===== src/mouse_pkg.sv =====
`default_nettype none

package mouse_pkg;

  // receive word length
  // four report bytes less the parity and stop of the last one
  localparam int c_frame_bits = 42;

  localparam int c_init_len = 7;     // commands sent before reports are taken
  localparam int c_filter_bits = 6;  // msclk sampler length

  // host command bytes without parity
  localparam logic [7:0] c_cmd_enable   = 8'hF4;  // enable data reporting
  localparam logic [7:0] c_cmd_set_rate = 8'hF3;  // next byte is a sample rate
  localparam logic [7:0] c_rate_200     = 8'hC8;
  localparam logic [7:0] c_rate_100     = 8'h64;
  localparam logic [7:0] c_rate_80      = 8'h50;  // 200/100/80 unlocks the wheel

  // shift word as seen once the frame marker has landed
  // bits enter at the msb so the earliest bit ends lowest
  typedef union packed {
    struct packed {
      logic [3:0] wheel_hi;    // upper nibble of byte 4, not used
      logic [3:0] wheel;       // signed wheel delta
      logic       start4;
      logic       stop3;
      logic       par3;
      logic [7:0] dy_byte;     // y movement low bits
      logic       start3;
      logic       stop2;
      logic       par2;
      logic [7:0] dx_byte;     // x movement low bits
      logic       start2;
      logic       stop1;
      logic       par1;
      logic       y_ovf;
      logic       x_ovf;
      logic       y_sign;      // ninth bit of dy
      logic       x_sign;      // ninth bit of dx
      logic       one;         // always set in byte 1
      logic       middle_btn;
      logic       right_btn;
      logic       left_btn;
      logic       start1;      // end marker while run
    } report;
    struct packed {
      logic       ack_par;
      logic [7:0] ack_byte;    // FA from the mouse
      logic       ack_start;
      logic       ack_stop;    // mouse pulls data low in the host stop slot
      logic       cmd_par;
      logic [7:0] cmd_echo;    // our own command as it went out on the line
      logic       cmd_start;   // end marker before run
      logic [20:0] idle;       // still ones from the clear
    } ack;
    logic [c_frame_bits-1:0] raw;  // plain shift register view
  } ps2_frame_t;

endpackage

`default_nettype wire


===== src/ps2_line.sv =====
`timescale 1ns/10ps
`default_nettype none

module ps2_line import mouse_pkg::*; #(
  parameter int c_count_bits = 15  // 15 suits a 25 MHz clock
) (
  input  wire        clk,
  input  wire        reset,
  input  wire        msclk_in,   // sampled mouse clock line
  input  wire        msdat_in,   // sampled mouse data line
  input  wire        run,        // init sequence complete
  input  wire  [8:0] cmd,        // next command with parity on top
  output logic       msclk_oe,   // pull msclk low
  output logic       msdat_oe,   // pull msdat low
  output logic       shift,      // one bit per falling msclk
  output logic       done,       // frame complete and line idle
  output ps2_frame_t frame       // receive word, valid with done
);

  // msclk was high six samples back and low since
  localparam logic [c_filter_bits-1:0] c_fall = {1'b1, {(c_filter_bits - 1){1'b0}}};

  logic [c_filter_bits-1:0] filter;    // msclk history, newest in bit 0
  logic [c_count_bits-1:0]  count;     // cycles since the last bit or timeout
  logic                     endcount;  // line has been quiet long enough
  logic                     req;       // holding msclk low to claim the line
  logic [9:0]               tx;        // start, data, parity going out lsb first
  logic                     endbit;    // marker bit has reached its end slot

  // timeout once the top three count bits are set
  assign endcount = &count[c_count_bits-1 -: 3];

  // no bits are taken while we hold the clock ourselves
  assign shift = ~req & (filter == c_fall);

  // the word is cleared to ones so the first start bit marks the frame end
  // ack frames are shorter than reports and land higher in the word
  assign endbit = run ? ~frame.report.start1 : ~frame.ack.cmd_start;

  assign done = endbit & endcount & ~req;

  // open drain, the lines are only ever pulled low
  assign msclk_oe = req;
  assign msdat_oe = ~tx[0];

  always_ff @(posedge clk) begin
    if (reset) begin
      filter <= '1;  // idle line reads high
    end else begin
      filter <= {filter[c_filter_bits-2:0], msclk_in};
    end
  end

  // idle counter doubles as request length and frame close
  always_ff @(posedge clk) begin
    if (reset || shift || endcount) begin
      count <= '0;
    end else begin
      count <= count + 1'b1;
    end
  end

  // request toggles on each timeout until the sequence is done
  always_ff @(posedge clk) begin
    if (reset || run) begin
      req <= 1'b0;
    end else if (endcount) begin
      req <= ~req;
    end
  end

  always_ff @(posedge clk) begin
    if (reset || run) begin
      tx <= '1;                    // data released
    end else if (req) begin
      tx <= {cmd, 1'b0};           // start bit on the line before msclk is freed
    end else if (shift) begin
      tx <= {1'b1, tx[9:1]};       // ones follow so stop and ack slots stay free
    end
  end

  always_ff @(posedge clk) begin
    if (reset || done) begin
      frame.raw <= '1;
    end else if (shift && !endbit) begin
      frame.raw <= {msdat_in, frame.raw[c_frame_bits-1:1]};  // lsb first on the wire
    end
  end

endmodule

`default_nettype wire


===== src/mouse_init_seq.sv =====
`timescale 1ns/10ps
`default_nettype none

module mouse_init_seq import mouse_pkg::*; (
  input  wire        clk,
  input  wire        reset,
  input  wire        done,   // one acknowledged command
  output logic [8:0] cmd,    // parity in bit 8
  output logic       run     // sequence finished
);

  localparam int c_sent_bits = $clog2(c_init_len + 1);

  logic [c_sent_bits-1:0] sent;      // commands acknowledged so far
  logic [7:0]             cmd_byte;  // command before parity

  assign run = (sent == c_sent_bits'(c_init_len));

  // enable first then set rate 200, 100, 80 for the wheel mode
  always_comb begin
    case (int'(sent))
      0:       cmd_byte = c_cmd_enable;
      2:       cmd_byte = c_rate_200;
      4:       cmd_byte = c_rate_100;
      6:       cmd_byte = c_rate_80;
      default: cmd_byte = c_cmd_set_rate;  // odd steps announce a rate
    endcase
  end

  // odd parity over the data byte
  assign cmd = {~^cmd_byte, cmd_byte};

  always_ff @(posedge clk) begin
    if (reset) begin
      sent <= '0;
    end else if (done && !run) begin
      sent <= sent + 1'b1;  // next command goes out on the following request
    end
  end

endmodule

`default_nettype wire


===== src/mouse_report_accum.sv =====
`timescale 1ns/10ps
`default_nettype none

module mouse_report_accum import mouse_pkg::*; #(
  parameter int c_x_bits = 11,  // at least 8
  parameter int c_y_bits = 11,  // at least 8
  parameter int c_z_bits = 11   // at least 4
) (
  input  wire                 clk,
  input  wire                 done,   // report frame complete
  input  wire                 run,    // reports are valid
  input  wire  ps2_frame_t    frame,
  output logic [c_x_bits-1:0] x,
  output logic [c_y_bits-1:0] y,
  output logic [c_z_bits-1:0] z,
  output logic [2:0]          btn     // middle, right, left
);

  logic signed [8:0]    dx_raw;  // sign from byte 1 over the byte 2 value
  logic signed [8:0]    dy_raw;
  logic signed [3:0]    dz_raw;  // wheel nibble is already two's complement
  logic [c_x_bits-1:0]  dx;
  logic [c_y_bits-1:0]  dy;
  logic [c_z_bits-1:0]  dz;

  assign dx_raw = {frame.report.x_sign, frame.report.dx_byte};
  assign dy_raw = {frame.report.y_sign, frame.report.dy_byte};
  assign dz_raw = frame.report.wheel;

  // signed casts extend with the sign bit
  // an overflowed axis contributes nothing
  assign dx = frame.report.x_ovf ? '0 : c_x_bits'(dx_raw);
  assign dy = frame.report.y_ovf ? '0 : c_y_bits'(dy_raw);
  assign dz = c_z_bits'(dz_raw);

  always_ff @(posedge clk) begin
    if (!run) begin
      x   <= '0;  // held clear through reset and init
      y   <= '0;
      z   <= '0;
      btn <= '0;
    end else if (done) begin
      x   <= x + dx;  // wraps at the counter width
      y   <= y - dy;  // mouse y is up, screen y grows down
      z   <= z + dz;
      btn <= {frame.report.middle_btn, frame.report.right_btn, frame.report.left_btn};
    end
  end

endmodule

`default_nettype wire


===== src/mouse_top.sv =====
`timescale 1ns/10ps
`default_nettype none

// ps2 mouse host with scroll wheel init
// msclk and msdat are open drain, the pad or testbench resolves them
module mouse_top import mouse_pkg::*; #(
  parameter int c_x_bits     = 11,  // at least 8
  parameter int c_y_bits     = 11,  // at least 8
  parameter int c_z_bits     = 11,  // at least 4
  parameter int c_count_bits = 15   // idle counter, 15 for 25 MHz
) (
  input  wire                 clk,
  input  wire                 reset,
  input  wire                 msclk_in,   // resolved clock line
  input  wire                 msdat_in,   // resolved data line
  output logic                msclk_oe,   // drive clock line low
  output logic                msdat_oe,   // drive data line low
  output logic [c_x_bits-1:0] x,
  output logic [c_y_bits-1:0] y,
  output logic [c_z_bits-1:0] z,
  output logic [2:0]          btn
);

  logic       done;   // frame closed
  logic       run;    // init done, reports flowing
  logic [8:0] cmd;    // command with parity
  ps2_frame_t frame;  // received word

  // line handling and both shifters
  ps2_line #(
    .c_count_bits (c_count_bits)
  ) u_line (
    .clk      (clk),
    .reset    (reset),
    .msclk_in (msclk_in),
    .msdat_in (msdat_in),
    .run      (run),
    .cmd      (cmd),
    .msclk_oe (msclk_oe),
    .msdat_oe (msdat_oe),
    .shift    (),
    .done     (done),
    .frame    (frame)
  );

  // steps through the seven init commands
  mouse_init_seq u_init (
    .clk   (clk),
    .reset (reset),
    .done  (done),
    .cmd   (cmd),
    .run   (run)
  );

  mouse_report_accum #(
    .c_x_bits (c_x_bits),
    .c_y_bits (c_y_bits),
    .c_z_bits (c_z_bits)
  ) u_accum (
    .clk   (clk),
    .done  (done),
    .run   (run),    // also clears the counters during init
    .frame (frame),
    .x     (x),
    .y     (y),
    .z     (z),
    .btn   (btn)
  );

endmodule

`default_nettype wire


===== config.mk =====
export PLATFORM = sky130hd
export DESIGN_NAME = mouse_top
export DESIGN_NICKNAME = d
export VERILOG_FILES = /design/src/mouse_pkg.sv /design/src/ps2_line.sv /design/src/mouse_init_seq.sv /design/src/mouse_report_accum.sv /design/src/mouse_top.sv
export SDC_FILE = /design/constraint.sdc
export NUM_CORES = 1
export LEC_CHECK = 0
export BUFFER_PORTS_ARGS = -buffer_cell sky130_fd_sc_hd__buf_4
export CAP_MARGIN = 20
export CORE_MARGIN = 4
export CORE_UTILIZATION = 34
export DETAILED_ROUTE_END_ITERATION = 10
export PLACE_DENSITY_LB_ADDON = 0.12
export SETUP_SLACK_MARGIN = 0.02
export SKIP_LAST_GASP = 1
export SYNTH_ARGS = -nofsm -noshare
export SYNTH_HDL_FRONTEND = slang
export SYNTH_HIERARCHICAL = 1
export SYNTH_SLANG_ARGS = --single-unit

===== constraint.sdc =====
create_clock -name clk -period 2.9 [get_ports clk]
set_input_delay 0.58 -clock clk [delete_from_list [all_inputs] [get_ports clk]]
set_output_delay 0.58 -clock clk [all_outputs]
set_load 0.01 [all_outputs]

==> impl_results.md <==
- Status: complete, no violations
- Final min period: 2400 ps
- H-tree levels: 4
- Worst-margin pin slew: 566 ps
- Min-delay worst type: in -> reg
- Final Hold Viols: 0
- Pre-antenna DRT Iters: 4
- Area after DPL: 6200 um^2
- Final Hold Slack: between 300 and 400 ps
- GR Util met2: 21.8%
- Relative slew slack: 62.2%
- Crit path cell chain: ha_1, ha_1, mux2i_1, nor3b_2, inv_2, nor4b_1, o211ai_1, o211ai_1, mux2i_1
- Slew Limit Fails: 0
- Synth Cell Area: 5690 um^2
- Hold buffers post-CTS: 0
- Initial antenna violation count: 0
- Grt met1 use: between 10% and 20%
- WP data required: 3240 ps
- Global-route wire length before repair: ~21,000 um
- ANT nets after route: 0
- Fin area: around 7000 um^2
- I/O pin count: 42
- GR peak layer: met2
- # rows: 47
- Sequential share of the synthesized area: 39.8%
- Die W: 137 um
- CTS tree: built
- Setup Buffers After CTS: 0
- Max incr delay on CP: between 300 and 400 ps
- Final setup fails: 0
- Initial Util: roughly a third
- Synthesized net count: 670
- Fin cells: 898
- I/O Buffers: 41
- Commonest non-fill, non-tap cell in the layout: dfxtp_1
- Num CTS Buffers: 17
- Max Freq: roughly 420 MHz
- Worst vdd ir: 0.455 mV
- Yosys warning count: 6
- Worst Setup Start Kind: flop
- Gr usage total: 13.9%
- Hpwl dp: 8490 um
- Clk root buf: clkbuf_16
- Vias in the first global route: 4,321
- Area of the die: roughly 19,000 um^2
- Mapped Cells: 627
- Mapped Avg Cell Area: 9.07 um^2
- Worst R2R End: u_accum/z[10]
- Final GP Congestion: 0.792
- Initial DRC count: 173
- RSZ-0062 raised after global routing: false
- Pwr/cell area: 563 nW/um^2
- Synthesis-to-layout area growth: 20.2%
- Seq cells post-synth: between 100 and 150
- Post_cts resized: 0
- Period utilization: ~83%
- Post-synth ARST share: 0%
- Met3 usage: approximately 4%
- Die height: 137 um
- Routed wire length: 12,300 um
- CTS max path bufs: 2
- Slowest CP cell: dfxtp_1
- Total negative slack: 0 ps
- Worst R2R Start: u_init/sent[1]
- Worst EP arrival: 2730 ps
- Yosys cell types: between 50 and 60
- Worst-Skew Late Latency: 410 ps
- DR WL/cell: 13.7 um
- DR vias/cell: 4.93
- Post-placement cell count: 866
- GR Overflow Total: 0
- Nets@finish: around 710
- Start point of the critical path: u_init/sent[1]
- R2R depth: 9
- Total clock sinks: 113
- # DRC: 0
- Top_reg_cell synth: dfxtp_1
- Reg clk slew, reported paths: ~50 ps
- Core Box Area: 16,500 um^2
- Lkg Pwr: 2.77 nW
- Max Cap Violations: 0
- Share of cells above drive strength 1: 15.2%
- R2R Setup Slk: 500 ps
- Ant diodes: 0
- Kind of critical path: reg -> reg
- Setup Skew: 9.67 ps
- Largest net degree at the start of global routing: 43
- Number of synthesized flops with an enable pin: 0
- Peak fanout along the critical path: 15
- Commonest cells after routing, fill and taps aside: dfxtp_1, nand2_1, buf_4
- Worst setup path end: u_accum/z[10]
- Vias: 4,427
- Crit end category: flop
-- registers in the layout, summed over array words and instances (netlist names), 3 cells and up --
name and flops:
u_line/tx 10, u_line/filter 6, u_line/frame 42, u_init/sent 3, u_accum/y 11, u_accum/btn 3
u_line/count 15, u_accum/z 11, u_accum/x 11
-- routing by layer --
layer  part of all wire, %  wire (um)  vias up
li1                      -          -     2284
met4                   1.2        145        0
met3                   4.0        495       14
met5                     0          0        -
met2                    45       5600       63
met1                    49       6090     2066
-- cells by family after synthesis --
family | synth area share, %
AO/OA/AOI/OAI | 15.1
XOR/XNOR | 5.39
adder cells (fa/ha/maj) | 8.98
buffers and inverters | 3.96
flip-flops | 39.8
multiplexers | 3.72
other | 0.0659
AND/OR/NAND/NOR | 23.0
-- through the flow --
stage          total power [mW]  util, %  worst slack (ps)
2_1_floorplan              1.62        -               272
3_3_place_gp               1.63     37.7               541
3_5_place_dp               1.63     37.7               488
4_1_cts                    3.91     41.5               470
5_1_grt                    3.97     41.5               246
6_report                   3.85     41.5               503
-- power by group --
part	internal, mW	leakage, nW	switching [mW]
Combinational	0.0116	1.55	0.0245
Clock	1.54	0.307	0.712
Sequential	1.56	0.913	0.00427
-- worst min path at each step --
stage	from	to	slack, ps	depth (start not counted)
2_1_floorplan	u_line/filter[1]	u_line/filter[2]	420	1
3_3_place_gp	u_line/filter[2]	u_line/filter[3]	420	1
3_5_place_dp	u_line/filter[2]	u_line/filter[3]	430	1
4_1_cts	msclk_in	u_line/filter[0]	330	2
5_1_grt	msclk_in	u_line/filter[0]	350	2
6_report	msclk_in	u_line/filter[0]	360	2
-- synthesized netlist by cell type, types with 14 or more instances --
cell        n  area [um^2]
nor2_1     39          146
xor2_1     14          123
inv_1      16         60.1
ha_1       36          450
nand2_1    64          240
xnor2_1    21          184
nor2b_1    39          244
a21oi_1    19         95.1
a221o_1    22          220
nand2b_1   16          100
nor3_1     16         80.1
nand3_1    37          185
clkbuf_1   18         67.6
mux2i_1    20          200
dfxtp_1   113         2260
o21ai_0    19         95.1
-- worst max-delay path: cells and delay by family, from the launching register on --
kind / cells / cell delay (ps)
buffers and inverters: 1 / 230
and+or+nand+nor: 2 / 700
muxes: 2 / 400
AOI/OAI and AO/OA: 2 / 270
DFF: 1 / 380
adders and majority gates: 2 / 350
-- final cells by class --
type / instances / area (um^2)
fillers: 1619 / 9630
multi-input cells: 464 / 3210
flip-flops and latches: 113 / 2260
clock buffers: 21 / 450
repair buffers: 51 / 383
well taps: 220 / 275
clock inverters: 11 / 185
inverters: 18 / 67.6
Note: power is estimated with default switching activity, not from simulation.
